**config.mk**
```make
export PLATFORM = sky130hd
export DESIGN_NAME = pitch_cfg_regs
export DESIGN_NICKNAME = d
export VERILOG_FILES = /design/src/g729_types_pkg.sv /design/src/pitch_cfg_regs.sv
export VERILOG_INCLUDE_DIRS = /design/src /design/src/src
export SDC_FILE = /design/constraint.sdc
export NUM_CORES = 1
export LEC_CHECK = 0
export BUFFER_PORTS_ARGS = -buffer_cell sky130_fd_sc_hd__buf_2
export CAP_MARGIN = 5
export CORE_ASPECT_RATIO = 0.6
export CORE_MARGIN = 5
export CORE_UTILIZATION = 50
export DETAILED_ROUTE_END_ITERATION = 16
export PLACE_DENSITY = 0.8
export SKIP_CTS_REPAIR_TIMING = 1
export SYNTH_ARGS = -nofsm -noshare
export SYNTH_HDL_FRONTEND = slang
export SYNTH_SLANG_ARGS = --single-unit
```
**constraint.sdc**
```tcl
create_clock -name clock -period 2.6 [get_ports clock]
set_input_delay 0.52 -clock clock [delete_from_list [all_inputs] [get_ports clock]]
set_output_delay 0.52 -clock clock [all_outputs]
set_load 0.02 [all_outputs]
```
**src/g729_consts.svh**
```systemverilog
`ifndef G729_CONSTS_SVH
`define G729_CONSTS_SVH

////////////////////
// Subframe geometry
////////////////////

// Samples per 5 ms subframe
`define G729_L_SUBFR 40

// Scratch memory address bits, 4096 words
`define G729_ADDR_W 12

////////////////////
// Gain limits
////////////////////

// Pitch gain ceiling of 1.2 in Q14
`define G729_GAIN_MAX 16'sd19661

`endif

```
**src/g729_types_pkg.sv**
```systemverilog
`default_nettype none

`include "g729_consts.svh"

package g729_types_pkg;

	// Q-format sample or gain
	typedef logic signed [15:0] word16_t;

	// Accumulator and scratch memory word
	typedef logic signed [31:0] word32_t;

	// Scratch memory address
	typedef logic [`G729_ADDR_W-1:0] mem_addr_t;

	// Normalization exponent that may go negative after the guard halving
	typedef logic signed [5:0] shift_t;

endpackage

`default_nettype wire

```
**src/pitch_cfg_regs.sv**
```systemverilog
`timescale 1ns/100ps
`default_nettype none

module pitch_cfg_regs import g729_types_pkg::*; (
	input  logic       clock,
	input  logic       i_rst,
	input  logic       i_cfg_we,
	input  logic [1:0] i_cfg_sel,
	input  mem_addr_t  i_cfg_data,
	output mem_addr_t  o_xn_base,
	output mem_addr_t  o_y1_base,
	output mem_addr_t  o_res_addr
);

	always_ff @(posedge clock)
	begin
		if (i_rst)
		begin
			// Default map keeps the three areas apart
			o_xn_base  <= mem_addr_t'(0);
			o_y1_base  <= mem_addr_t'(64);
			o_res_addr <= mem_addr_t'(128);
		end
		else if (i_cfg_we)
		begin
			case (i_cfg_sel)
				2'd0: o_xn_base  <= i_cfg_data;
				2'd1: o_y1_base  <= i_cfg_data;
				2'd2: o_res_addr <= i_cfg_data;
				// Code 3 is unused
				default: ;
			endcase
		end
	end

endmodule

`default_nettype wire

```
=== Word-level counts from Yosys, hierarchy flattened ===
Index checks and enable logic that the tools add are counted.

* Eq/ne operators: 2
* Reductions and logical operators: 4

{| class="wikitable"
|+ Operators by type and width
! cell !! count
|-
| 2-bit AND reduction || 3
|-
| 2-bit by 1-bit equality test with 1-bit output, second input constant || 1
|-
| 2-bit equality test, second input constant || 1
|-
| 2-bit zero test || 1
|}

* Register bits: 36
* Output and inout port bits: 36

=== Depth between registers and ports, before layout ===
* Depth after elaboration: 2
* Mapped depth: 3
* Depth with buffers taken out: 2

=== Least setup slack after synthesis ===
No wires, ideal clock.

* Path type: input to register
* From: input i_cfg_sel[1]
* To: register o_xn_base[10]
* Stages on the path: 3
* Slack: 1324 ps
* Required time: 2478 ps
* Arrival: 1154 ps
* Path through: or3b_1 buf_2 mux2i_1

* Cells in the longest elaborated chain, start to end: 2

{| class="wikitable"
|+ RTL lines
! what !! RTL line !! RTL
|-
| from (decl) || pitch_cfg_regs.sv:8 || <nowiki>input logic [1:0] i_cfg_sel,</nowiki>
|-
| 2-bit zero test || pitch_cfg_regs.sv:26 || <nowiki>case (i_cfg_sel)</nowiki>
|-
| 2-bit AND reduction (no source line) || -- ||
|-
| to (signal assigned) || pitch_cfg_regs.sv:20 || <nowiki>o_xn_base <= mem_addr_t'(0);</nowiki>
|-
| to (signal assigned) || pitch_cfg_regs.sv:27 || <nowiki>2'd0: o_xn_base <= i_cfg_data;</nowiki>
|-
| to (decl) || pitch_cfg_regs.sv:10 || <nowiki>output mem_addr_t o_xn_base,</nowiki>
|}

Every way passes these cells.
A chain may end at the register's enable or synchronous reset.

=== Worst setup path in the final report ===
* From: register o_res_addr[8]
* To: output o_res_addr[8]

{| class="wikitable"
|+ RTL lines
! what !! RTL line !! RTL
|-
| from (decl) || pitch_cfg_regs.sv:12 || <nowiki>output mem_addr_t o_res_addr</nowiki>
|-
| from (signal assigned) || pitch_cfg_regs.sv:22 || <nowiki>o_res_addr <= mem_addr_t'(128);</nowiki>
|-
| from (signal assigned) || pitch_cfg_regs.sv:29 || <nowiki>2'd2: o_res_addr <= i_cfg_data;</nowiki>
|}

No word-level cell between the ends.

==> impl_results.md <==
* CTS Buffer Depth at 2
* Initial Utilization at 0.5180
* RSZ-0062 raised after global routing: false
* # diodes at 0
* Post-synthesis sequential area ratio at 0.4877
* P_leak at about 0.93 nW
* Switching part of the total at 0.2407
* Dpl hpwl at roughly 2400 um
* Warnings, synthesis at 0
* Maximum vdd drop at roughly 0.00035 V
* Clock power share at 0.360
* Fraction of layout cells with a size suffix above 1 at 0.3138
* Library cells used by synthesis at 10
* Fin crit period at around 1300 ps
* DR iter-0 viols at 61
* Final-stage net count at just over 200
* TritonCTS Buffers at 5
* Die height at roughly 52 um
* Die area at 4178 um^2
* # setup viols final at 0
* Initial antenna violation count at 0
* Antenna Violating Nets Remaining at 0
* Slowest CP cell: dfxtp_1
* Hold Crit Class: register to register
* Total track usage at 0.1631
* # rows at 15
* Post-Syn Area at approximately 1500 um^2
* Drt total wl at ~3300 um
* Pwr dens at 600.3 nW/um^2
* I/O pin total at 53
* Type of element launching the critical path: register
* CTS tree: done
* Synthesized area per cell at 10.87 um^2
* Cell class contributing the biggest share of worst-path delay: flip-flops
* Maxcap violations at 0
* Maximum fanout along the worst path at 2
* Buf/Inv on CP at 1
* Die X at around 80 um
* Combinational share of power at 0.115
* Tcrit/Tclk final at 0.5139
* Measured slew at the worst slew-check pin at approximately 630 ps
* Critical Path Source: o_res_addr[8]$_SDFFE_PP0P_
* Sw Pwr at roughly 0.27 mW
* Crit path DAT at about 800 ps
* Clock Tree Root: clkbuf_8
* Hold Vio Cnt, Final at 0
* Hold_sp: o_y1_base[7]$_SDFFE_PP0P_
* R2R Path Start: o_res_addr[5]$_SDFFE_PP0P_
* Crit-path cells: buf_2
* Routability cong. at 0.7363
* Grt total ovfl at 0
* Clk_lat worst skew at 280 ps
* Cells after synthesis at ~140
* Max-slew violations at 0
* Vias in the first global route at around 1.1k
* Detailed-route via count at approximately 1.1k
* Max-slew headroom at 0.5798
* Syn nets at 153
* Max Clock Skew at 0 ps
* Clock Pin Slew Worst Setup and Hold Paths at 70 ps
* Area grow syn2layout at 24.98%
* IO buf count at between 50 and 60
* Setup tns final at 0 ps
* Largest net degree at the start of global routing at 51
* Via density at slightly below 5
* Status: complete, no violations
* Core ar. at between 2000 and 3000 um^2
* CP Capture Type: primary output
* H-tree lvl count at 2
* Cell Int Power at around 0.84 mW
* WP data required at roughly 2100 ps
* Seq pwr share at 0.524
* Drt wl/cell at 14.13 um
* Max Clk Rate at about 0.75 GHz
* Flops & latches, synth at 36
* First-pass GRT wire length at 5099 um
* Max incr delay on CP at approximately 360 ps
* Number of detailed-route iterations in the first pass at 4
* CTS Sinks at 36
* Crit path kind: register to primary output
* Worst hold slack at 474.7 ps
* DRC at 0
-- routing by layer --
layer | track usage | wire [um]
met2 | 0.2486 | 1406
met3 | 0.06401 | 265
met5 | 0 | 0
met1 | 0.2094 | 1548
met4 | 0.05899 | 30
-- metrics by stage --
| step | utilization | setup WS, ps | instances | total power [mW] | cell area [um^2] |
|---|---|---|---|---|---|
| 3_5_place_dp | 0.6158 | 973.5 | 222 | 0.7213 | 1757 |
| 2_1_floorplan | - | 1324 | 136 | 0.6756 | 1478 |
| 4_1_cts | 0.6474 | 1246 | 230 | 1.119 | 1847 |
| 3_3_place_gp | 0.6158 | 1058 | 222 | 0.7166 | 1757 |
| 6_report | 0.6474 | 1264 | 230 | 1.109 | 1847 |
| 5_1_grt | 0.6474 | 1173 | 230 | 1.152 | 1847 |
-- power groups by stage --
stage | clock network [mW] | logic (mW) | registers [mW]
floorplan | 0 | 0.0589 | 0.617
global placement | 0 | 0.124 | 0.592
detailed placement | 0 | 0.128 | 0.594
CTS | 0.410 | 0.128 | 0.581
global route | 0.431 | 0.138 | 0.583
finish | 0.400 | 0.128 | 0.581
-- final timing paths --
kind,end,slack [ps],depth (start not counted)
worst max-delay path,o_res_addr[8],1260,1
worst min-delay path,o_y1_base[7]$_SDFFE_PP0P_,470,2
worst max register to register,o_res_addr[5]$_SDFFE_PP0P_,1950,2
worst min register to register,o_y1_base[7]$_SDFFE_PP0P_,470,2
-- placed cells by master, fill, tap and decap left out --
cell type and count:
nand3b_1 2, clkbuf_1 2, or3b_1 1, and3b_1 2, nor2_1 4, nand2b_1 46
buf_2 52, nor3b_4 1, clkbuf_8 6, mux2i_1 36, dfxtp_1 36
-- final cells by class --
type                            instances  area [um^2]
Clock buffer                            8        90.09
Sequential cell                        36        720.7
Multi-Input combinational cell         92        723.2
Tap cell                               42        52.55
Fill cell                             246         1006
Timing Repair Buffer                   52        260.3
-- flip-flops by register name (all words and copies together) (netlist names) --
signal / flops
o_res_addr: 12
o_y1_base: 12
o_xn_base: 12
-- cells in the mapped netlist, drive strengths merged --
cell type   n  area share
and3b       2       0.012
buf         3       0.010
clkbuf      5       0.013
dfxtp      36        0.49
mux2i      36        0.24
nand2b     46        0.19
nand3b      2       0.010
nor2        4       0.010
nor3b       1       0.013
or3b        1      0.0059
-- cell families (layout without fill, tap and decap cells) --
kind of cell           after synthesis  in the layout  synth area share
and+or+nand+nor                     56             56            0.2456
muxes                               36             36            0.2439
DFF                                 36             36            0.4877
buffers and inverters                8             60           0.02286
-- worst reg2reg max path, delay by kind of cell (launching register included) --
| family | cells | cell delay, ps |
|---|---|---|
| AND/OR/NAND/NOR | 1 | 70 |
| flip-flops | 1 | 350 |
| multiplexers | 1 | 150 |
Power figures use the tool's default switching activity.
