[config.mk]
export PLATFORM = sky130hd
export DESIGN_NAME = l_mac_sat
export DESIGN_NICKNAME = d
export VERILOG_FILES = /design/src/g729_types_pkg.sv /design/src/l_mac_sat.sv
export VERILOG_INCLUDE_DIRS = /design/src /design/src/src
export SDC_FILE = /design/constraint.sdc
export NUM_CORES = 1
export LEC_CHECK = 0
export BUFFER_PORTS_ARGS = -buffer_cell sky130_fd_sc_hd__buf_4
export CAP_MARGIN = 5
export CORE_MARGIN = 2
export CORE_UTILIZATION = 45
export DETAILED_ROUTE_END_ITERATION = 6
export GPL_TIMING_DRIVEN = 0
export PLACE_DENSITY = 0.62
export SYNTH_ARGS = -nofsm -noshare
export SYNTH_HDL_FRONTEND = slang
export SYNTH_SLANG_ARGS = --single-unit
[constraint.sdc]
create_clock -name vclk -period 12.4
set_input_delay 0.62 -clock vclk [all_inputs]
set_output_delay 0.62 -clock vclk [all_outputs]
set_load 0.02 [all_outputs]
[src/g729_consts.svh]
`ifndef G729_CONSTS_SVH
`define G729_CONSTS_SVH

////////////////////
// Subframe geometry
////////////////////

// Samples per 5 ms subframe
`define G729_L_SUBFR 40

// Scratch memory address bits, 4096 words
`define G729_ADDR_W 12

////////////////////
// Gain limits
////////////////////

// Pitch gain ceiling of 1.2 in Q14
`define G729_GAIN_MAX 16'sd19661

`endif

[src/g729_types_pkg.sv]
`default_nettype none

`include "g729_consts.svh"

package g729_types_pkg;

	// Q-format sample or gain
	typedef logic signed [15:0] word16_t;

	// Accumulator and scratch memory word
	typedef logic signed [31:0] word32_t;

	// Scratch memory address
	typedef logic [`G729_ADDR_W-1:0] mem_addr_t;

	// Normalization exponent that may go negative after the guard halving
	typedef logic signed [5:0] shift_t;

endpackage

`default_nettype wire

[src/l_mac_sat.sv]
`timescale 1ns/100ps
`default_nettype none

module l_mac_sat import g729_types_pkg::*; (
	input  word32_t i_acc,
	input  word16_t i_a,
	input  word16_t i_b,
	output word32_t o_sum
);

	word32_t            prod;
	word32_t            prod_x2;
	logic signed [32:0] sum_ext;

	assign prod = i_a * i_b;

	// Doubling -32768 * -32768 would wrap, so it clips
	assign prod_x2 = ((i_a == 16'sh8000) && (i_b == 16'sh8000)) ?
		32'sh7fff_ffff : (prod <<< 1);

	// One guard bit catches the overflow of the add
	assign sum_ext = {i_acc[31], i_acc} + {prod_x2[31], prod_x2};

	always_comb
	begin
		if (sum_ext[32] != sum_ext[31])
			o_sum = sum_ext[32] ? 32'sh8000_0000 : 32'sh7fff_ffff;
		else
			o_sum = sum_ext[31:0];
	end

endmodule

`default_nettype wire

### Word-level counts from Yosys, hierarchy flattened

Cells that the tools add are included.
W data, S select, Z words.

* bits in registers: 0
* input bits: 64
* output and inout port bits: 32
* logic and storage cells: 9

* add/sub/neg operators: 1
* $mul: 1
* equality and inequality tests: 3
* multiplexer cells: 3
* reduce and logical (&&, ||, !) cells: 1

Operator list (count)
* $mux W32: 3
* $add A32 B32 Y33: 1
* $eq A16 B16 Y1 const B: 2
* $mul A16 B16 Y31: 1
* $logic_and A1 B1 Y1: 1
* $ne A1 B1 Y1: 1

### Logic depth before layout (Yosys ltp)

Gate-level depths: netlist (run 1).

* word-level depth: 6
* gate-level depth with buffers: 34
* depth with buffers taken out: 32

### Worst setup path before layout (run 1)

Ideal clock, no wire load.

* path type: input to output
* start: input i_b[7]
* end: output o_sum[5]
* arrival time: 8.073 ns
* required time: 11.780 ns
* slack: 3.707 ns
* stages: 33
* buffers on the path: 4
* cell sequence: clkbuf_1 > clkbuf_1 > nand2_1 > fa_1 > inv_1 > fa_1 > inv_1 > fa_1 > inv_1 > fa_1 > fa_1 > inv_1 > fa_1 > inv_1 > ha_1 > and4_1 > a221o_1 > o21ai_0 > nand2b_1 > a21oi_1 > o21ai_0 > mux2_2 > ha_1 > buf_2 > nand2_1 > nor3_1 > nand4_1 > a21oi_2 > nor3_2 > o21ai_2 > nor2_4 > buf_6 > a21oi_1

* cells in the longest elaborated chain, start to end: 6
* elaborated cells between the ends (all ways): 8
* classes of those cells: add/sub (1); mul (1); eq/ne (2); mux (3); reduce/logical (1)

RTL lines
* from (decl): RTL line l_mac_sat.sv:7 `input word16_t i_b,`
* parallel branches: the longest is 2 deep, another holds $mul A16 B16 Y31
* $mux W32 *: RTL line l_mac_sat.sv:18 `assign prod_x2 = ((i_a == 16'sh8000) && (i_b == 16'sh8000)) ?`
* $add A32 B32 Y33 *: RTL line l_mac_sat.sv:22 `assign sum_ext = {i_acc[31], i_acc} + {prod_x2[31], prod_x2};`
* $mux W32 or $ne A1 B1 Y1 (tied branches): RTL line l_mac_sat.sv:27, l_mac_sat.sv:26
* $mux W32 *: RTL line l_mac_sat.sv:26 `if (sum_ext[32] != sum_ext[31])`
* to (decl): RTL line l_mac_sat.sv:8 `output word32_t o_sum`

Every way passes the cells marked *.

### Worst setup path in the final report (run 1)

* start: input i_b[7]
* end: output o_sum[10]

Same word-level chain as after synthesis.

==> metrics.log, run 1 <==
INFO  metric hold_viol = 0
INFO  metric detail_placement_hpwl = 27280 microns
INFO  metric vias_per_cell = 5.350
INFO  metric drv_slew = 0
INFO  metric design.die.area = 27770 sq um
INFO  metric worst-slew-pin-transition = 0.6998 ns
INFO  metric globalRouteTotalUtil = 22.64%
INFO  metric num_vias = 9678
INFO  metric cts-hold-fix-buffers = 0
INFO  metric critical-path-slowest-cell = fa_1
INFO  metric die_width = 166.7 microns
INFO  metric vias_in_the_first_global_route = 9956
INFO  metric slew_margin_rel = 53.35%
INFO  metric drt_pass1_iterations = 5
INFO  metric post_cts.resized_instances = 0
INFO  metric synthesis.area = 11910 sq um
INFO  metric min-delay-path-class = input pin to primary output
INFO  metric yosysWarnings = 0
INFO  metric max-cap-violations = 0
INFO  metric critPathMaxFanout = 10
INFO  metric core_box_area = 25980 sq um
INFO  metric placement.io_buffers = 86
INFO  metric finalNetCount = 1909
INFO  metric drt_wl_total = 31030 microns
INFO  metric sequential_cell_area = 0 sq um
INFO  metric final_layout_size_suffix_gt1_share = 9.029%
INFO  metric antenna_violations_before_repair = 0
INFO  metric initial_utilization = 45.82%
INFO  metric critical_path_arrival = 9.48 ns
INFO  metric worst_setup_path_end_kind = primary output
INFO  metric period_needed = 10.10 ns
INFO  metric ys_top_cells_by_area = fa_1, ha_1, inv_1
INFO  metric grt_first_pass_wirelength = 50540 microns
INFO  metric globalRoute.totalOverflow = 0
INFO  metric status = finished, final reports clean
INFO  metric crit_required = 11.78 ns
INFO  metric syn-mean-instance-area = 8.583 sq um
INFO  metric postSynthNetCount = 1821
INFO  metric dr_wl_cell = 17.15 microns
INFO  metric die-height = 166.7 microns
INFO  metric critPathKind = input pin to primary output
INFO  metric grt_setup_unrepaired = false
INFO  metric dr.first_iter.drc_count = 547
INFO  metric route.antenna.remaining_nets = 0
INFO  metric timing.final.setup_violations = 0
INFO  metric layout.filler_cells = 2570
INFO  metric final.setup.worst_slack = 2.305 ns
INFO  metric final_min_period_over_clock_period = 81.41%
INFO  metric clock_buffer_count = 0
INFO  metric critPathLaunchType = input pin
INFO  metric crit_path_frequent_cell = fa_1
INFO  metric yosys.area.top_type_share = 43.22%
INFO  metric crit_path_max_incr_delay = 0.56 ns
INFO  metric synth.distinct_cells = 62
INFO  metric syn-instance-count = 1387
INFO  metric yosys.area.top_type = fa_1
INFO  metric nFlopsAndLatches = 0
INFO  metric share_of_synthesized_area_occupied_by_flip_flops_and_latches = 0%
INFO  metric grt_start_max_net_pins = 11
INFO  metric post-route-drc-count = 0
INFO  metric num_rows = 59
INFO  metric finalSetupTns = 0 ns
INFO  metric synth_most_common_cell = inv_1
INFO  metric dp_worst_setup_slack = 2.431 ns
INFO  metric io_pins = 96
INFO  metric multiInputGateArea = 10560 sq um
INFO  metric area_delta_synth_final = 8.964%
INFO  metric finalWeightedCongestion = 0.8827
INFO  metric ys_top_cells_by_count = inv_1, fa_1, nand2_1, and2_1, ha_1
INFO  metric postCtsSetupBuffers = 0
INFO  metric clock.fmax = 99.06 MHz
## final timing paths
| check | startpoint | to | slack, ns | cells after the start |
|---|---|---|---|---|
| max | i_b[7] | o_sum[10] | 2.30 | 33 |
| min | i_acc[0] | o_sum[0] | 1.73 | 5 |
## placed cells by master (no fill, tap or decap), drive strengths merged, types with 33 or more instances in the layout
cell    Yosys  final
inv       300    300
fa        257    257
nand2     173    173
and2      128    128
ha        113    113
buf         9     95
a21oi      71     71
clkbuf     42     42
xnor2      36     36
o21ai      33     33
## kinds of logic (layout without fill, tap and decap cells)
logic type | Yosys count | count (layout) | synth area share [%]
other | 0 | 1 | 0
multiplexers | 2 | 2 | 0.1892
AND/OR/NAND/NOR | 410 | 410 | 17.57
buffers and inverters | 351 | 437 | 11.34
AO/OA/AOI/OAI | 189 | 189 | 10.97
XOR/XNOR | 60 | 60 | 4.414
adder cells (fa/ha/maj) | 375 | 375 | 55.51
## final cells by class
cell class,instances,share of cell area (%)
Multi-Input combinational cell,1036,81.37
Inverter,300,8.681
Timing Repair Buffer,86,4.977
Tap cell,335,3.231
Buffer,51,1.726
Antenna cell,1,0.01929
## layer usage
metal  global-route usage (%)  vias to the layer above  routed length [microns]
met1                    30.50                     4876                    12820
met4                    5.622                        0                      932
met3                    1.378                       46                     1675
li1                         -                     4484                        -
met2                    39.99                      272                    15600
met5                        0                        -                        0
## worst max-delay path, delay by kind of cell
kind	cells	cell delay (ns)
compound gates	7	1.99
fa+ha+maj	8	3.79
simple gates	8	1.29
buf+inv	9	1.59
xor+xnor	1	0.17
## through the flow
stage                     std cells  utilization, %  hold WS [ns]  instance area [sq um]
after detailed placement       1808           49.91         1.723                  12970
after CTS                      1808           49.91         1.728                  12970
after floorplan                1387               -         1.621                  11910
after global placement         1808           49.91         1.725                  12970
after global routing           1808           49.91         1.767                  12970
final                          1809           49.92         1.729                  12970
==> run 2: changes to the inputs <==
Settings changed: PLACE_DENSITY 0.62 to 0.64.
Clock period 12.4 ns to 8.4 ns, I/O delays scaled along.
==> run 2 against run 1 <==
Net effect:
- global-route usage rose by 0.24 points
- core utilization rose by 4.8 points
- critical path depth did not move
- largest cell class unchanged
- critical endpoint is now o_sum[6]
- count of clock-buffer cells in the layout did not move
- first-iteration DRC count fell by 11%
==> metrics.log, run 2 (synthesis gave the netlist of run 1 again) <==
INFO  metric status = finished, final reports clean
INFO  metric globalRouteTotalUtil = 22.88%
INFO  metric finish.cell_count_without_fillers = 1845
INFO  metric timing.critical_path.to = o_sum[6]
INFO  metric fin_worst_hold_slack = 1.339 ns
INFO  metric crit_path_frequent_cell = fa_1
INFO  metric worst-slew-pin-transition = 0.6637 ns
INFO  metric clock.fmax = 119.7 MHz
INFO  metric initial_utilization = 45.82%
INFO  metric area_delta_synth_final = 19.52%
INFO  metric post-route-drc-count = 0
INFO  metric num_vias = 9890
INFO  metric setup.worst_path.start = i_a[10]
INFO  metric finalWeightedCongestion = 0.9016
INFO  metric grt_setup_unrepaired = true
INFO  metric sequential_cell_area = 0 sq um
INFO  metric finalSetupTns = 0 ns
INFO  metric design.die.area = 27770 sq um
INFO  metric dr.first_iter.drc_count = 487
INFO  metric crit_required = 7.98 ns
INFO  metric dr_wl_cell = 17.37 microns
INFO  metric cts-hold-fix-buffers = 0
INFO  metric num_rows = 59
INFO  metric die-height = 166.7 microns
INFO  metric post-place-cells = 1808
INFO  metric final_min_period_over_clock_period = 99.47%
INFO  metric drt_wl_total = 32050 microns
INFO  metric hold_viol = 0
INFO  metric drt_pass1_iterations = 5
INFO  metric drv_slew = 0
INFO  metric grt_first_pass_wirelength = 51290 microns
INFO  metric worst_setup_path_end_kind = primary output
INFO  metric placement.io_buffers = 86
INFO  metric min-delay-path-class = input pin to primary output
INFO  metric route.antenna.remaining_nets = 0
INFO  metric detail_placement_hpwl = 27030 microns
INFO  metric grt_start_max_net_pins = 19
INFO  metric crit_path_max_incr_delay = 0.53 ns
INFO  metric finalNetCount = 1945
INFO  metric critPathMaxFanout = 8
INFO  metric timing.final.setup_violations = 0
INFO  metric core_box_area = 25980 sq um
INFO  metric critPathKind = input pin to primary output
INFO  metric final_layout_size_suffix_gt1_share = 19.48%
INFO  metric globalRoute.totalOverflow = 0
INFO  metric max-cap-violations = 0
INFO  metric placed_cell_area = 12970 sq um
INFO  metric die_width = 166.7 microns
INFO  metric slew_margin_rel = 54.61%
INFO  metric critical-path-slowest-cell = fa_1
INFO  metric vias_in_the_first_global_route = 10.23k
INFO  metric clock_buffer_count = 0
INFO  metric final_cell_mix = inv_1, fa_1, nand2_1
INFO  metric critPathLaunchType = input pin
INFO  metric antenna_violations_before_repair = 0
INFO  metric critical_path_arrival = 7.94 ns
INFO  metric io_pins = 96
INFO  metric period_needed = 8.356 ns
INFO  metric most_frequent_standard_cell_in_the_layout_excluding_fill_and_tap_cells = inv_1
INFO  metric nFlopsAndLatches = 0
INFO  metric post-route-cell-area = 14230 sq um
INFO  metric vias_per_cell = 5.360
run 2: cell types whose count changed in the layout (fill, tap and decap cells not counted), sizes merged:
cell / change
buf: +65
clkbuf: -29
inv: -2
clkinvlp: +2
run 2: worst max-delay path: cells and delay by family:
kind	cells	cell delay [ns]
adder cells (fa/ha/maj)	8	3.67
XOR/XNOR	1	0.16
buffers and inverters	8	0.94
AO/OA/AOI/OAI	8	1.68
AND/OR/NAND/NOR	8	1.05
run 2: layout make-up:
class / count / area (sq um)
fillers: 2433 / 11760
multi-input cells: 1036 / 11120
inverters: 300 / 1134
repair buffers: 125 / 1033
plain buffers: 48 / 515.5
well taps: 335 / 419.2
diodes: 1 / 2.502
run 2: worst min-delay path by stage:
stage,end,start,cells past startpoint,slack [ns]
6_report,o_sum[0],i_acc[0],5,1.34
5_1_grt,o_sum[0],i_acc[0],5,1.38
4_1_cts,o_sum[0],i_acc[0],5,1.34
3_5_place_dp,o_sum[0],i_acc[0],5,1.34
3_3_place_gp,o_sum[0],i_acc[0],5,1.34
2_1_floorplan,o_sum[0],i_acc[0],3,1.22
run 2: per-stage QoR:
| stage | setup WS (ns) | utilization (%) |
|---|---|---|
| final | 0.04448 | 54.76 |
| after global placement | -1.158 | 49.91 |
| after global routing | -0.2465 | 54.75 |
| after CTS | -0.0002398 | 52.00 |
| after floorplan | 0.1070 | - |
| after detailed placement | -1.185 | 49.91 |
run 2: layer usage:
layer	GRT usage [%]	share of wire [%]	vias to the layer above
li1	-	-	4560
met1	30.31	40	5007
met2	40.06	51	269
met3	2.614	5.3	54
met4	5.810	2.8	0
met5	0	0	-
run 2: repair_timing:
action	CTS	global route
resized for setup	122	149
cloned	0	1
endpoints found under the hold margin	0	0
setup buffers	16	22
pin swaps	17	49
endpoints found under the setup margin	32	32
Power of run 2 is not shown: default switching activity piles up to over one toggle a cycle in this logic, so the estimate is an artifact.
