[src/g729_consts.svh]
`ifndef G729_CONSTS_SVH
`define G729_CONSTS_SVH

////////////////////
// Subframe geometry
////////////////////

// Samples per 5 ms subframe
`define G729_L_SUBFR 40

// Scratch memory address bits, 4096 words
`define G729_ADDR_W 12

////////////////////
// Gain limits
////////////////////

// Pitch gain ceiling of 1.2 in Q14
`define G729_GAIN_MAX 16'sd19661

`endif

[src/g729_types_pkg.sv]
`default_nettype none

`include "g729_consts.svh"

package g729_types_pkg;

	// Q-format sample or gain
	typedef logic signed [15:0] word16_t;

	// Accumulator and scratch memory word
	typedef logic signed [31:0] word32_t;

	// Scratch memory address
	typedef logic [`G729_ADDR_W-1:0] mem_addr_t;

	// Normalization exponent that may go negative after the guard halving
	typedef logic signed [5:0] shift_t;

endpackage

`default_nettype wire

[src/norm_div.sv]
`timescale 1ns/100ps
`default_nettype none

module norm_div import g729_types_pkg::*; (
	input  logic    clock,
	input  logic    i_rst,
	input  logic    i_start,
	input  word32_t i_num,
	input  word32_t i_den,
	output logic    o_done,
	output word16_t o_gain
);

	typedef enum logic [2:0] {
		ND_IDLE,
		ND_NORM,
		ND_HALVE,
		ND_DIV,
		ND_SHIFT
	} nd_state_t;

	nd_state_t   state;
	word32_t     num_r;
	word32_t     den_r;
	shift_t      exp_num;
	shift_t      exp_den;
	logic [15:0] div_den;
	logic [16:0] rem;
	logic [14:0] quo;
	logic [3:0]  iter;

	logic        num_ok;
	logic        den_ok;
	logic [16:0] rem_sh;
	shift_t      shift_amt;
	logic [5:0]  up_amt;
	logic [47:0] quo_up;
	word16_t     gain_next;

	// Normalized once bit 31 and bit 30 differ
	assign num_ok = (num_r[31] != num_r[30]) || (num_r == '0);
	assign den_ok = (den_r[31] != den_r[30]) || (den_r == '0);

	assign rem_sh = {rem[15:0], 1'b0};

	////////////////////
	// Output scaling
	////////////////////

	// Q15 quotient to Q14 gain
	assign shift_amt = exp_num - exp_den + 6'sd1;
	assign up_amt    = -shift_amt;
	assign quo_up    = {33'd0, quo} << up_amt;

	always_comb
	begin
		if (shift_amt > 6'sd15)
			gain_next = '0;
		else if (shift_amt >= 6'sd0)
			gain_next = {1'b0, quo >> shift_amt[3:0]};
		else if (quo_up > 48'd32767)
			gain_next = 16'sh7fff;
		else
			gain_next = quo_up[15:0];
	end

	////////////////////
	// Sequencer
	////////////////////

	always_ff @(posedge clock)
	begin
		if (i_rst)
		begin
			state  <= ND_IDLE;
			o_done <= 1'b0;
		end
		else
		begin
			o_done <= 1'b0;
			case (state)
				ND_IDLE:
				begin
					if (i_start && (i_num <= 0))
					begin
						o_gain <= '0;
						o_done <= 1'b1;
					end
					else if (i_start)
					begin
						num_r   <= i_num;
						den_r   <= i_den;
						exp_num <= '0;
						exp_den <= '0;
						state   <= ND_NORM;
					end
				end
				ND_NORM:
				begin
					// Both sums shift together, each stops on its own
					if (!num_ok)
					begin
						num_r   <= num_r << 1;
						exp_num <= exp_num + 6'sd1;
					end
					if (!den_ok)
					begin
						den_r   <= den_r << 1;
						exp_den <= exp_den + 6'sd1;
					end
					if (num_ok && den_ok)
						state <= ND_HALVE;
				end
				ND_HALVE:
				begin
					// div_s needs numerator below denominator
					if (num_r[31:16] >= den_r[31:16])
					begin
						rem     <= {2'b00, num_r[31:17]};
						exp_num <= exp_num - 6'sd1;
					end
					else
						rem <= {1'b0, num_r[31:16]};
					div_den <= den_r[31:16];
					quo     <= '0;
					iter    <= '0;
					state   <= ND_DIV;
				end
				ND_DIV:
				begin
					if (rem_sh >= {1'b0, div_den})
					begin
						rem <= rem_sh - {1'b0, div_den};
						quo <= {quo[13:0], 1'b1};
					end
					else
					begin
						rem <= rem_sh;
						quo <= {quo[13:0], 1'b0};
					end
					iter <= iter + 4'd1;
					if (iter == 4'd14)
						state <= ND_SHIFT;
				end
				ND_SHIFT:
				begin
					o_gain <= gain_next;
					o_done <= 1'b1;
					state  <= ND_IDLE;
				end
				default:
					state <= ND_IDLE;
			endcase
		end
	end

endmodule

`default_nettype wire

[config.mk]
export PLATFORM = sky130hd
export DESIGN_NAME = norm_div
export DESIGN_NICKNAME = d
export VERILOG_FILES = /design/src/g729_types_pkg.sv /design/src/norm_div.sv
export VERILOG_INCLUDE_DIRS = /design/src /design/src/src
export SDC_FILE = /design/constraint.sdc
export NUM_CORES = 1
export LEC_CHECK = 0
export ABC_AREA = 1
export BUFFER_PORTS_ARGS = -buffer_cell sky130_fd_sc_hd__buf_2
export CAP_MARGIN = 10
export CELL_PAD_IN_SITES_DETAIL_PLACEMENT = 1
export CELL_PAD_IN_SITES_GLOBAL_PLACEMENT = 1
export CORE_MARGIN = 5
export CORE_UTILIZATION = 42
export CTS_BUF_LIST = sky130_fd_sc_hd__clkbuf_2
export DETAILED_ROUTE_END_ITERATION = 8
export GPL_ROUTABILITY_DRIVEN = 0
export PLACE_DENSITY = 0.83
export SKIP_LAST_GASP = 1
export SLEW_MARGIN = 5
export SYNTH_ARGS = -nofsm -noshare
export SYNTH_HDL_FRONTEND = slang
export SYNTH_SLANG_ARGS = --single-unit
[constraint.sdc]
create_clock -name clock -period 4.68 [get_ports clock]
set_input_delay 0.468 -clock clock [delete_from_list [all_inputs] [get_ports clock]]
set_output_delay 0.468 -clock clock [all_outputs]
set_load 0.005 [all_outputs]
After elaboration in Yosys (flattened, before gate mapping)

Index checks and enable logic that the tools add are counted.
W data, S select, Z words.

Register bits after elaboration: 147
Bits of input ports: 67
Word-level logic and storage cells: 94
Output and inout bits: 17

Muxes and demuxes: 33
$lt $le $gt $ge: 6
Reduce and logical (&&, ||, !) cells: 18
Eq/ne operators: 15
Bitwise operators: 1
Shift-type cells: 2
Add/subtract/negate cells: 8

Operator list:

| cell                   | count |
|---|---|
| $mux W32               | 6 |
| $pmux W32 S2           | 2 |
| $mux W16               | 6 |
| $logic_not A32 Y1      | 2 |
| $pmux W16 S2           | 2 |
| $gt A48 B15 Y1 const B | 1 |
| $shl A15 B6 Y48        | 1 |
| $le A32 B1 Y1 const B  | 1 |
| $mux W6                | 5 |
| $pmux W15 S2           | 1 |
| $add A6 B2 Y6 const B  | 3 |
| $pmux W6 S3            | 1 |
| $ge A17 B16 Y1         | 1 |
| $ge A16 B16 Y1         | 1 |
| $ne A2 B2 Y1 const B   | 8 |
| $sub A16 B16 Y16       | 1 |
| $shr A15 B4 Y15        | 1 |
| $mux W3                | 4 |
| $pmux W3 S4            | 1 |
| $pmux W6 S2            | 1 |
| $reduce_and A5 Y1      | 2 |
| $pmux W4 S2            | 1 |
| $eq A3 B2 Y1 const B   | 2 |
| $ge A6 B1 Y1 const B   | 1 |
| other kinds (21)       | 28 |

Depth between registers and ports, before layout

Depth after elaboration: 9
Depth in mapped cells: 25
Depth with buffers taken out: 21

Worst setup path before layout

No wires, ideal clock.

Kind: input to register
From: in i_num[22]
To: reg num_r[0], enable pin
Stages: 8
Setup time: 0.502 ns
Slack: -0.028 ns
Path buffers: 0
Required time: 4.178 ns
Data arrival time: 4.207 ns
Cells stage by stage: inv_1 > nand4_1 > nor2_1 > nand3_1 > o21bai_1 > o21ai_0 > nand2_1 > nor4_1

Word-level cells in the longest chain between the ends: 4

RTL lines:

| item                        | RTL line        | source |
|---|---|---|
| start, declared             | norm_div.sv:8   | `input word32_t i_num,` |
| $le A32 B1 Y1               | norm_div.sv:84  | `if (i_start && (i_num <= 0))` |
| $logic_and A1 B1 Y1         | norm_div.sv:84  |  |
| $ne A2 B2 Y1 (no line)      | n/a             |  |
| $reduce_and A5 Y1 (no line) | n/a             |  |
| end signal, assigned        | norm_div.sv:91  | `num_r <= i_num;` |
| end signal, assigned        | norm_div.sv:103 | `num_r <= num_r << 1;` |
| end, declared               | norm_div.sv:23  | `word32_t num_r;` |

Every way passes these cells.
A chain may end at the register's enable or synchronous reset.

Worst setup path after layout

From: reg exp_den[1]
To: reg o_gain[0] (data pin)

Word-level cells in the longest chain between the ends: 9
Elaborated cells on any way between the ends: 12
Classes of those cells: 3 x add/sub; 3 x order compare; 2 x shift; 4 x mux

RTL lines:

| item                   | RTL line        | source |
|---|---|---|
| start, declared        | norm_div.sv:26  | `shift_t exp_den;` |
| start signal, assigned | norm_div.sv:109 | `exp_den <= exp_den + 6'sd1;` |
| $sub A6 B6 Y6 *        | norm_div.sv:51  | `assign shift_amt = exp_num - exp_den + 6'sd1;` |
| $add A6 B2 Y6 *        | norm_div.sv:51  |  |
| $neg A6 Y6             | norm_div.sv:52  | `assign up_amt = -shift_amt;` |
| $shl A15 B6 Y48        | norm_div.sv:53  | `assign quo_up = {33'd0, quo} << up_amt;` |
| $gt A48 B15 Y1         | norm_div.sv:61  | `else if (quo_up > 48'd32767)` |
| $mux W16               | norm_div.sv:61  |  |
| $mux W16               | norm_div.sv:59  | `else if (shift_amt >= 6'sd0)` |
| $mux W16 *             | norm_div.sv:57  | `if (shift_amt > 6'sd15)` |
| $pmux W16 S2 *         | norm_div.sv:81  | `case (state)` |
| end signal, assigned   | norm_div.sv:147 | `o_gain <= gain_next;` |
| end, declared          | norm_div.sv:11  | `output word16_t o_gain` |

Mark *: on every way between the ends. The rest lies on a longest branch, timed or not.

==> flow_summary_export.csv <==
group,metric,value,unit
run_status,status,"finished clean",
timing,layout_setup_ws,0.6163,ns
placed_design,hpwl,21410,µm
cts,clk_path_buf_depth,2,
worst_setup_path,crit_start,"exp_den[1]",
synthesis,synth-seq-cells,147,
cts,numCtsBuffers,17,
routing,via_count,9260,
global_routing,antenna_found_initial,1,
cts,post-cts-setup-buffer-count,0,
routing,wl_per_cell,18.35,µm
worst_setup_path,r2r_setup_slack,0.62,ns
layout,area.growth.synth_to_final,15.02,%
cts,cts_sinks,147,
synthesis,syn_inst,1246,
synthesis,synth.most_common_cell,"nand2_1",
worst_setup_path,crit_top_cell,"nand2_1",
worst_setup_path,crit_fanout,17,
power_and_ir_drop,power_density,637.5,mW/mm²
placed_design,port_buffers,83,
synthesis,ys_async_sr_fraction,0,
timing,fin_tns_setup,0,ns
synthesis,synthTopCellsByArea,"edfxtp_1, nand2_1, ha_1",
synthesis,synth_nets,1367,
timing,timing.final.max_slew_violations,0,
synthesis,yosysUniqueCellTypes,45,
routing,viasPerCell,5.466,
timing,min_period_over_period,0.8683,
timing,maxSlewHeadroom,0.4145,
global_routing,grt_max_degree,85,
floorplan,design.core.area,0.02278,mm²
cts,cts_tree,"built",
timing,skew,0.05403,ns
cts,htreeDepth,4,
synthesis,postSynthAreaPerCell,7.830,µm²
routing,drt_wl_total,31090,µm
routing,drc,0,
worst_setup_path,path_class,"reg2reg",
routing,first_pass_iters,5,
cts,clock_latency,0.80,ns
cts,ctsResizeCount,0,
cts,cts_root_buffer,"clkbuf_2",
layout,fin_nets,1488,
floorplan,die_h,162.4,µm
worst_setup_path,reg2reg_depth,19,
routing,postRouteAntennaNets,0,
synthesis,synth_enable_flop_cells,143,
global_routing,grt_pass1_wl,50220,µm
worst_setup_path,cpPeakStageDelay,0.56,ns
flow_run,max_cap_violations,0,
placed_design,place_ws,0.6537,ns
global_routing,grt_usage,0.2376,
synthesis,ys.flop_type,"edfxtp_1",
worst_setup_path,critPathLaunchType,"register",
worst_setup_path,cpMaxStageDelayCell,"ha_1",
worst_setup_path,regToRegEndpoint,"o_gain[0]",
timing,worst-slew-pin-transition,0.8729,ns
routing,dr.first_iter.drc_count,562,
layout,multiInputGateArea,0.004644,mm²
layout,drive_above_1_share,0.1051,
timing,rsz0062_at_grt,"false",
worst_setup_path,crit_end,"o_gain[0]",
synthesis,netlist_area,0.009756,mm²
cts,clk_pin_slew,0.25,ns
floorplan,rows,55,
synthesis,yosysWarnings,0,
placed_design,dpl_cell_area,0.01048,mm²
power_and_ir_drop,vdd_drop_max,323.2,µV
layout,regArea,0.004374,mm²
synthesis,yosysTopAreaCell,"edfxtp_1",
layout,final_area,0.01122,mm²
timing,hold_viol_final,0,
global_routing,grt_overflow,0,
synthesis,synth-seq-area-share,0.4484,
worst_setup_path,cp.buffers_inverters,3,
timing,timing.fmax,246.1,MHz
worst_setup_path,reg2reg_from,"exp_den[1]",
worst_setup_path,crit_chain,"ha_1 > inv_1 > ha_1 > inv_1 > ha_1 > inv_1 > nand3_1 > nand2_1 > nand2_1 > nand2_1 > nand2_1 > o21ai_0 > nand2_1 > nor2_1 > nand3_1 > nand2_1 > nand2_1 > nand2_2 > nand2_1",
timing,setup_viol,0,
synthesis,synth_commonest_cells,"nand2_1, inv_1, edfxtp_1",
worst_setup_path,critical-path-top-delay-family,"adder cells",
layout,fillers,2850,
floorplan,num_io_pins,84,
floorplan,initial_core_util,0.4283,
synthesis,synth_top_area_frac,0.4402,
worst_setup_path,worst_setup_path_end_kind,"register",
worst_setup_path,cp.arrival,4.58,ns
worst_setup_path,required,5.19,ns
worst_setup_path,path_depth,19,
global_routing,grt_pass1_vias,9729,
worst_hold_path,hold_class,"in2reg",
timing,period_minus_slack,4.064,ns
floorplan,die_area,0.02638,mm²
floorplan,die_x,162.4,µm
timing,holdWs,0.05025,ns
power_and_ir_drop,p_leak,0.005200,µW
-- cell type report --
class / count / share of cell area
clock inverters: 13 / 0.01137
diodes: 1 / 0.0002230
inverters: 155 / 0.05185
well taps: 313 / 0.03490
repair buffers: 144 / 0.08943
multi-input cells: 902 / 0.4139
flip-flops and latches: 147 / 0.3898
clock buffers: 19 / 0.008475
-- registers in the layout, summed over array words and instances (netlist names) --
register,flops
den_r,32
state,3
o_done,1
exp_num,6
div_den,16
rem,16
iter,4
quo,15
num_r,32
o_gain,16
exp_den,6
-- metrics by stage --
step | cells | power, µW | util
after floorplan | 1246 | 5236 | -
after global placement | 1609 | 6114 | 0.4599
after detailed placement | 1609 | 6281 | 0.4599
after CTS | 1693 | 7055 | 0.4925
after global routing | 1694 | 7855 | 0.4926
final | 1694 | 7153 | 0.4926
-- power breakdown --
group | internal, µW | total, µW | switching (µW)
Sequential | 1850 | 2030 | 180
Clock | 205 | 746 | 540
Combinational | 1300 | 4370 | 3070
-- worst min-delay path: cells and delay by family --
family          cells  cell delay (ns)
buf+inv             2             0.13
compound gates      1             0.14
-- routing by layer --
metal | share of wire | GRT usage | vias to the layer above
met2 | 0.49 | 0.4117 | 282
met5 | 0 | 0 | -
li1 | - | - | 4403
met1 | 0.43 | 0.3008 | 4513
met3 | 0.047 | 0.03645 | 62
met4 | 0.029 | 0.08766 | 0
-- timing repair --
action,4_1_cts,5_1_grt
endpoints found under the setup margin,0,0
endpoints found under the hold margin,55,0
hold buffers,52,0
-- cell usage in the layout, fill, tap and decap left out, drive strengths merged, types with 2 or more instances in the layout --
cell and count:
buf 92, ha 51, nand3b 17, fa 3, o22ai 4, a21oi 53
dfxtp 4, o21ai 85, and2 7, a21boi 2, o21a 3, xnor2 6
nor2 97, nand3 100, o211ai 4, inv 158, xor2 12, nor4 12
nor3 21, or2 2, clkinvlp 3, a21o 2, clkinv 6, nand2 382
nand4 28, o21bai 4, clkbuf 19, a211oi 2, dlygate4sd3 52, edfxtp 143
-- cells by family (layout without fill, tap and decap cells) --
group                      Yosys count  after routing  share of synthesized area
and+or+nand+nor                    667            667                     0.2949
buffers and inverters              197            331                    0.07939
AOI/OAI and AO/OA                  162            162                    0.08927
DFF                                147            147                     0.4484
adders and majority gates           54             54                    0.07157
xor gates and xnor gates            18             18                    0.01616
other                                1              2                  0.0003844
-- worst min-delay path by stage --
stage	startpoint	endpoint	slack [ns]	cells after the start
6_report	i_num[21]	num_r[21]	0.05	3
5_1_grt	i_num[16]	num_r[16]	0.02	3
4_1_cts	i_num[20]	num_r[20]	0.01	3
3_5_place_dp	den_r[31]	div_den[15]	0.44	0
3_3_place_gp	den_r[25]	div_den[9]	0.44	0
2_1_floorplan	den_r[26]	div_den[10]	0.43	0
(Power assumes the default switching activity.)
