### src/g729_consts.svh
`ifndef G729_CONSTS_SVH
`define G729_CONSTS_SVH

////////////////////
// Subframe geometry
////////////////////

// Samples per 5 ms subframe
`define G729_L_SUBFR 40

// Scratch memory address bits, 4096 words
`define G729_ADDR_W 12

////////////////////
// Gain limits
////////////////////

// Pitch gain ceiling of 1.2 in Q14
`define G729_GAIN_MAX 16'sd19661

`endif

### src/g729_types_pkg.sv
`default_nettype none

`include "g729_consts.svh"

package g729_types_pkg;

	// Q-format sample or gain
	typedef logic signed [15:0] word16_t;

	// Accumulator and scratch memory word
	typedef logic signed [31:0] word32_t;

	// Scratch memory address
	typedef logic [`G729_ADDR_W-1:0] mem_addr_t;

	// Normalization exponent that may go negative after the guard halving
	typedef logic signed [5:0] shift_t;

endpackage

`default_nettype wire

### src/g_pitch_pkg.sv
`default_nettype none

package g_pitch_pkg;

	typedef enum logic [2:0] {
		IDLE,
		READ,
		ACC,
		NORM,
		STORE,
		FINISH
	} pitch_state_t;

endpackage

`default_nettype wire

### src/g_pitch_ctrl.sv
`timescale 1ns/100ps
`default_nettype none

`include "g729_consts.svh"

module g_pitch_ctrl import g729_types_pkg::*, g_pitch_pkg::*; (
	input  logic      clock,
	input  logic      i_rst,
	input  logic      i_start,
	input  mem_addr_t i_xn_base,
	input  mem_addr_t i_y1_base,
	input  mem_addr_t i_res_addr,
	output mem_addr_t o_rd_addr,
	input  word32_t   i_rd_data,
	output mem_addr_t o_wr_addr,
	output word32_t   o_wr_data,
	output logic      o_wr_en,
	output word32_t   o_mac_acc,
	output word16_t   o_mac_a,
	output word16_t   o_mac_b,
	input  word32_t   i_mac_sum,
	output logic      o_div_start,
	output word32_t   o_div_num,
	output word32_t   o_div_den,
	input  logic      i_div_done,
	input  word16_t   i_div_gain,
	output logic      o_done,
	output word16_t   o_gain
);

	pitch_state_t state;
	logic [5:0]   idx;
	word16_t      y1_r;
	word32_t      yy;
	word32_t      xy;
	word16_t      sample;
	word16_t      gain_lim;

	assign sample = i_rd_data[15:0];

	////////////////////
	// Memory and MAC steering
	////////////////////

	// READ fetches y1, ACC fetches xn, data lands one state later
	assign o_rd_addr = (state == ACC) ? (i_xn_base + mem_addr_t'(idx)) :
		(i_y1_base + mem_addr_t'(idx));

	// ACC squares y1, READ correlates the returning xn with held y1
	assign o_mac_acc = (state == ACC) ? yy : xy;
	assign o_mac_a   = sample;
	assign o_mac_b   = (state == ACC) ? sample : y1_r;

	assign o_div_num = xy;
	assign o_div_den = yy;
	assign o_wr_addr = i_res_addr;

	assign gain_lim = (i_div_gain > `G729_GAIN_MAX) ? `G729_GAIN_MAX : i_div_gain;

	always_ff @(posedge clock)
	begin
		if (i_rst)
		begin
			state       <= IDLE;
			o_wr_en     <= 1'b0;
			o_div_start <= 1'b0;
			o_done      <= 1'b0;
			o_gain      <= '0;
		end
		else
		begin
			o_wr_en     <= 1'b0;
			o_div_start <= 1'b0;
			o_done      <= 1'b0;
			case (state)
				IDLE:
				begin
					if (i_start)
					begin
						idx   <= '0;
						yy    <= 32'sd1;
						xy    <= '0;
						state <= READ;
					end
				end
				READ:
				begin
					// Nothing from xn has arrived yet on the first pass
					if (idx != '0)
						xy <= i_mac_sum;
					if (idx == 6'(`G729_L_SUBFR))
					begin
						o_div_start <= 1'b1;
						state       <= NORM;
					end
					else
						state <= ACC;
				end
				ACC:
				begin
					y1_r  <= sample;
					yy    <= i_mac_sum;
					idx   <= idx + 6'd1;
					state <= READ;
				end
				NORM:
				begin
					if (i_div_done)
					begin
						o_wr_data <= {{16{gain_lim[15]}}, gain_lim};
						o_wr_en   <= 1'b1;
						state     <= STORE;
					end
				end
				STORE:
				begin
					o_done <= 1'b1;
					o_gain <= o_wr_data[15:0];
					state  <= FINISH;
				end
				FINISH:
					state <= IDLE;
				default:
					state <= IDLE;
			endcase
		end
	end

endmodule

`default_nettype wire

### config.mk
export PLATFORM = sky130hd
export DESIGN_NAME = g_pitch_ctrl
export DESIGN_NICKNAME = d
export VERILOG_FILES = /design/src/g729_types_pkg.sv /design/src/g_pitch_pkg.sv /design/src/g_pitch_ctrl.sv
export VERILOG_INCLUDE_DIRS = /design/src /design/src/src
export SDC_FILE = /design/constraint.sdc
export NUM_CORES = 1
export LEC_CHECK = 0
export BUFFER_PORTS_ARGS = -buffer_cell sky130_fd_sc_hd__buf_2
export CORE_MARGIN = 8
export CORE_UTILIZATION = 42
export CTS_BUF_LIST = sky130_fd_sc_hd__clkbuf_4
export CTS_CLUSTER_DIAMETER = 40
export DETAILED_ROUTE_END_ITERATION = 10
export PLACE_DENSITY = 0.81
export SLEW_MARGIN = 20
export SYNTH_ARGS = -nofsm -noshare
export SYNTH_HDL_FRONTEND = slang
export SYNTH_SLANG_ARGS = --single-unit
export TNS_END_PERCENT = 30
### constraint.sdc
create_clock -name clock -period 5.5 [get_ports clock]
set_input_delay 1.1 -clock clock [delete_from_list [all_inputs] [get_ports clock]]
set_output_delay 1.1 -clock clock [all_outputs]
set_load 0.01 [all_outputs]
==> Word-level counts from Yosys, hierarchy flattened <==
Cells that the tools add are included.
{ "classes": {"add_sub_neg": 3, "order_cmp": 1, "eq_ne": 8, "mux": 18, "bitwise": 3, "n_reduce_logical": 10} }
{ "ops": {"columns": ["op", "count"], "rows": [
  ["32-bit 2-to-1 mux", 4],
  ["32-bit case mux with 2 select lines", 2],
  ["16-bit 2-to-1 mux", 2],
  ["12-bit by 6-bit adder with 12-bit output", 2],
  ["16-bit > comparator, second input constant", 1],
  ["3-bit case mux with 5 select lines", 1],
  ["12-bit 2-to-1 mux", 1],
  ["6-bit case mux with 2 select lines", 1],
  ["6-bit by 1-bit adder with 6-bit output, second input constant", 1],
  ["3-bit by 2-bit equality test with 1-bit output, second input constant", 2],
  ["6-bit equality test, second input constant", 1],
  ["3-bit 2-to-1 mux", 2],
  ["6-bit 2-to-1 mux", 1],
  ["2-bit inequality test, second input constant", 3],
  ["3-bit AND reduction", 2],
  ["6-bit nonzero test", 1],
  ["1-bit 2-to-1 mux", 4],
  ["4-bit AND reduction", 1],
  ["2-bit nonzero test", 2],
  ["2-bit OR reduction", 2],
  ["3-bit by 1-bit equality test with 1-bit output, second input constant", 1],
  ["3-bit equality test, second input constant", 1],
  ["3-bit logical NOT", 1],
  ["1-bit NOT", 3],
  ["2-bit AND reduction", 1]
]} }
{ "word_totals": {"register_bits": 124, "input_bits": 120, "output_inout_bits": 203, "elab_cells": 54} }

==> Depth between registers and ports, before layout <==
{ "logic_depth": {"ltp_word": 3, "depth_mapped": 15, "depth_no_buf": 12} }

==> Least setup slack after synthesis <==
Ideal clock, no wire load.
{ "synth_path": {"path_type": "input to register", "startpoint": "input i_rst", "endpoint": "register idx[0] (enable)", "setup_time_ns": 0.528, "arrival_ns": 4.945, "t_required_ns": 4.972, "slack_ns": 0.027, "stages": 2, "n_path_buf": 1, "path_cell_list": "clkbuf_1 -> nor4_1"} }
{ "synth_via": {"elab_chain_len": 2} }
{ "synth_rtl": {"columns": ["item", "line_no", "source"], "rows": [
  ["start: declaration", "g_pitch_ctrl.sv:8", "input logic i_rst,"],
  ["1-bit NOT (no line)", null, null],
  ["3-bit AND reduction (no line)", null, null],
  ["end signal: assignment", "g_pitch_ctrl.sv:103", "idx <= idx + 6'd1;"],
  ["end: declaration", "g_pitch_ctrl.sv:32", "logic [5:0] idx;"]
]} }
Every way passes these cells.
A chain may end at the register's enable or synchronous reset.

==> Worst setup path after layout <==
{ "layout_path": {"startpoint": "register state[2]", "endpoint": "output o_rd_addr[8]"} }
{ "layout_via": {"elab_chain_len": 2} }
{ "layout_rtl": {"columns": ["item", "line_no", "source"], "rows": [
  ["start: declaration", "g_pitch_ctrl.sv:31", "pitch_state_t state;"],
  ["start signal: assignment", "g_pitch_ctrl.sv:64", "state <= IDLE;"],
  ["start signal: assignment", "g_pitch_ctrl.sv:83", "state <= READ;"],
  ["start signal: assignment", "g_pitch_ctrl.sv:94", "state <= NORM;"],
  ["3-bit by 2-bit equality test with 1-bit output", "g_pitch_ctrl.sv:46", "assign o_rd_addr = (state == ACC) ? (i_xn_base + mem_addr_t'(idx)) :"],
  ["12-bit 2-to-1 mux", "g_pitch_ctrl.sv:46", null],
  ["end: declaration", "g_pitch_ctrl.sv:13", "output mem_addr_t o_rd_addr,"]
]} }
Every way passes these cells.

==> flow_results.org <==
** Global route
- Total routing usage reported by global routing :: 17.5%
- Grt ovf :: 0
- In this run the most used layer during global routing was met2.
- Initial antenna violation count :: 1
- In the global route stage, met3 resource usage came out at about 7.4%.
- Number of global-route vias before repair :: between 4000 and 5000
- Global-route wire length before repair :: between 20000 and 30000 um
- Grt met1 use :: 19.2%
- Largest net degree at the start of global routing :: 80
- Met2 demand-to-capacity share in global routing :: approximately 30%

** Cells and area
- Across the whole layout, storage elements account for ~0.0035 sq mm.
- Layout Utilization :: between 50 and 60%
- Number of filler instances in the final layout :: between 1000 and 1500
- The area growth from synthesis to layout is 25.9%.
- Post-route non-filler standard cell count :: between 1000 and 1500
- With fillers left out, the area of the finished cells amounts to 0.00763 sq mm.
- Summing all multi-input logic gate instances after layout gives around 0.0021 sq mm.
- Count of antenna diodes in the layout :: 0
- In the layout the commonest cells are sky130_fd_sc_hd__buf_2, sky130_fd_sc_hd__nand2_1, sky130_fd_sc_hd__edfxtp_1.
- Share of cells above drive strength 1 :: 39.7%
- Leaving out fill and tap cells, the most frequent cell in the layout is sky130_fd_sc_hd__buf_2.
- At the end of the flow, the number of nets in the layout was 959.

** Clock network
- Root buf cell :: sky130_fd_sc_hd__clkbuf_4
- Clock tree synthesis found a total of ~120 sinks.
- Clock insertion delay at the later pin of the skew report :: 0.51 ns
- Clock tree from TritonCTS :: yes
- Reg clk slew, reported paths :: 0.11 ns
- The clock passes through at most 2 buffers.
- Cts hold-fix bufs :: 0
- In this run, CTS created clock tree buffers numbering 17.
- Once the clock tree was built, the setup fixing pass inserted 0 buffers.
- H-tree levels :: 4
- The number of gates resized after CTS was 0.

** Route
- Dividing the detail-routed via count by the number of cells gives between 4 and 5.
- The routed layout has between 4000 and 5000 vias.
- The final layout contains routed wiring with a total length of ~17000 um.
- The count of nets left with antenna violations once routing finished came out at 0.
- Dividing the detail-routed wire length by the instance count gives about 16 um.
- Drt drc :: 0
- For this block, the initial DRC count from the detailed router was ~230.
- The first TritonRoute pass finished after 5 iterations.

** Power
- Total power density per cell area :: 289 mW/mm^2
- Static leakage power :: roughly 3.5 nW
- Max rail drop VDD :: 0.185 mV
- The completed layout was analyzed and its total power is around 2.2 mW.

** STA
- Final worst path period share :: 82.9%
- Setup violations remaining at the end of the flow were counted as 0.
- For the final routed database, the setup TNS stands at 0 ns.
- The routed design could run at a clock period as short as 4.56 ns.
- Across the routed clock network, the largest skew measured is ~0.017 ns.
- Setup repair after global routing left no endpoint under its margin.
- Maximum operating frequency :: 219 MHz
- Final hold slack :: between 0.4 and 0.5 ns
- Max-slew violation count :: 0
- Worst-margin pin slew :: 0.826 ns
- Worst slew margin relative to its limit :: between 40% and 50%
- Crit path setup slack, layout :: approximately 0.94 ns
- The count of final hold-check violations is 0.

** Worst setup path
- Worst path required time :: ~4.4 ns
- Element type at the critical path start :: flop
- The most critical setup path has its endpoint at o_rd_addr[8].
- Setup slack of the worst register-to-register path :: ~3.3 ns
- STA classifies the critical path endpoint as a primary output.
- Maximum net fanout on the critical path :: 33
- Measured in cells, the most critical reg-to-reg path has a length of 3.
- Worst R2R Start :: state[1]$_SDFFE_PP0P_
- Crit path kind :: flop to primary output
- Critical Path Start :: state[2]$_SDFFE_PP0P_
- Reg2reg end :: o_div_den[25]$_SDFFCE_PN0P_
- For the worst setup path, the data arrival time is approximately 3.5 ns.

** Run status
- Result of the run :: finished, final reports clean

** Yosys
- #FFs+latches synth :: 124
- After synthesis, the share of flip-flops with an asynchronous set or reset is 0%.
- Synth Area per Inst :: about 10 sq um
- Sequential-to-total area share from yosys stat :: 57.8%
- The synthesized netlist occupies a cell area of between 0.006 and 0.007 sq mm.
- During synthesis, Yosys emitted a total of 0 warnings.
- Share of the synthesized area in the top cell type :: between 50 and 60%
- Number of distinct library cell variants in the gate-level netlist after synthesis :: 39
- In the synthesized netlist, the number of instances is between 500 and 600.
- The number of nets in the synthesized netlist is about 730.
- Number of enable flip-flop cells after synthesis :: ~100
- Dominant cell type by area after synthesis :: sky130_fd_sc_hd__edfxtp_1
- Sorting the synthesized cells by area gives the leading types as sky130_fd_sc_hd__edfxtp_1, sky130_fd_sc_hd__nand2_1, sky130_fd_sc_hd__and2_1.
- Among all flip-flop cells after synthesis, the most frequent one is sky130_fd_sc_hd__edfxtp_1.

** Hold path
- In this run the worst hold path is classified as flop to flop.

** Die
- After floorplanning, the core was sized to cover around 0.014 sq mm.
- Height of the die :: about 140 um
- around 320 I/O pins were placed.
- The initialized floorplan defines 44 standard-cell rows.
- Full die area :: 0.0185 sq mm
- Starting Density :: a little over two fifths
- Measured along the x axis, the die boundary spans approximately 140 um.

** Placed design
- Estimated wirelength of the detail-placed design :: approximately 13000 um
- Including well taps, the total number of placed cells is around 1000.
- Number of buffers added on ports :: roughly 280
- Routability cong. :: approximately 0.86
- Cell area reported after detailed placement :: around 0.0073 sq mm
- At the placement stage, the worst setup path has a slack of roughly 1.4 ns.

** Run
- The tool flagged a number of max-cap violations equal to 0.
per-layer routing:
metal	wire, um	vias to the layer above
li1	-	2398
met5	13	-
met2	8300	207
met4	281	2
met3	1760	18
met1	6260	2221
layout make-up:
type                            count  share of cell area [%]
Inverter                            6                   0.295
Multi-Input combinational cell    394                    27.5
Tap cell                          184                    3.02
Sequential cell                   124                    45.9
Clock inverter                     14                    2.52
Timing Repair Buffer              287                    19.0
Clock buffer                       18                    1.77
cell families after synthesis:
family                     Yosys count  synth area share, %
and+or+nand+nor                    325                 24.7
DFF                                124                 57.8
buffers and inverters               80                 8.21
AOI/OAI and AO/OA                   38                 3.98
xor gates and xnor gates            14                 2.02
adders and majority gates            9                 1.98
muxes                                8                 1.36
worst max-delay path: stages, from the launching register on:
cell                      delay [ns]
sky130_fd_sc_hd__dfxtp_1        0.51
sky130_fd_sc_hd__nor2_1         0.12
sky130_fd_sc_hd__nand2_2        0.50
sky130_fd_sc_hd__nand2_1        0.12
sky130_fd_sc_hd__nand2_1        0.09
sky130_fd_sc_hd__ha_1           0.18
sky130_fd_sc_hd__inv_1          0.06
sky130_fd_sc_hd__fa_1           0.39
sky130_fd_sc_hd__nor2b_1        0.17
sky130_fd_sc_hd__o31a_1         0.16
sky130_fd_sc_hd__o21a_1         0.18
sky130_fd_sc_hd__o21ai_0        0.12
sky130_fd_sc_hd__xnor2_1        0.15
sky130_fd_sc_hd__buf_2          0.17
where the power goes:
part	total [mW]	internal, mW	switching (mW)	leakage, nW
registers	1.10	1.08	0.0268	1.15
logic	0.395	0.160	0.235	2.21
clock network	0.711	0.367	0.344	0.169
synth_stat cells, drive strengths merged (5+ instances only):
master  instances
inv             6
edfxtp        102
or3             5
nor3            6
clkbuf         19
xnor2          11
ha              8
a21oi          23
dfxtp          22
mux2i           6
nand2         204
buf            55
and2           72
nor3b           6
nor2           18
registers in the layout, summed over array words and instances (netlist names), 3 cells and up:
| name | count |
|---|---|
| o_div_num | 32 |
| y1_r | 16 |
| idx | 6 |
| o_wr_data | 16 |
| state | 3 |
| o_div_den | 32 |
| o_gain | 16 |
worst min-delay path by stage:
stage,from,to,slack [ns],depth (start not counted)
after CTS,o_gain[6]$_SDFFE_PP0P_,o_gain[6]$_SDFFE_PP0P_,0.46,2
final,o_gain[6]$_SDFFE_PP0P_,o_gain[6]$_SDFFE_PP0P_,0.46,2
after detailed placement,o_gain[6]$_SDFFE_PP0P_,o_gain[6]$_SDFFE_PP0P_,0.45,2
after global placement,o_gain[11]$_SDFFE_PP0P_,o_gain[11]$_SDFFE_PP0P_,0.44,2
after floorplan,o_gain[0]$_SDFFE_PP0P_,o_gain[0]$_SDFFE_PP0P_,0.48,2
after global routing,o_gain[10]$_SDFFE_PP0P_,o_gain[10]$_SDFFE_PP0P_,0.47,2
Power figures use the tool's default switching activity.
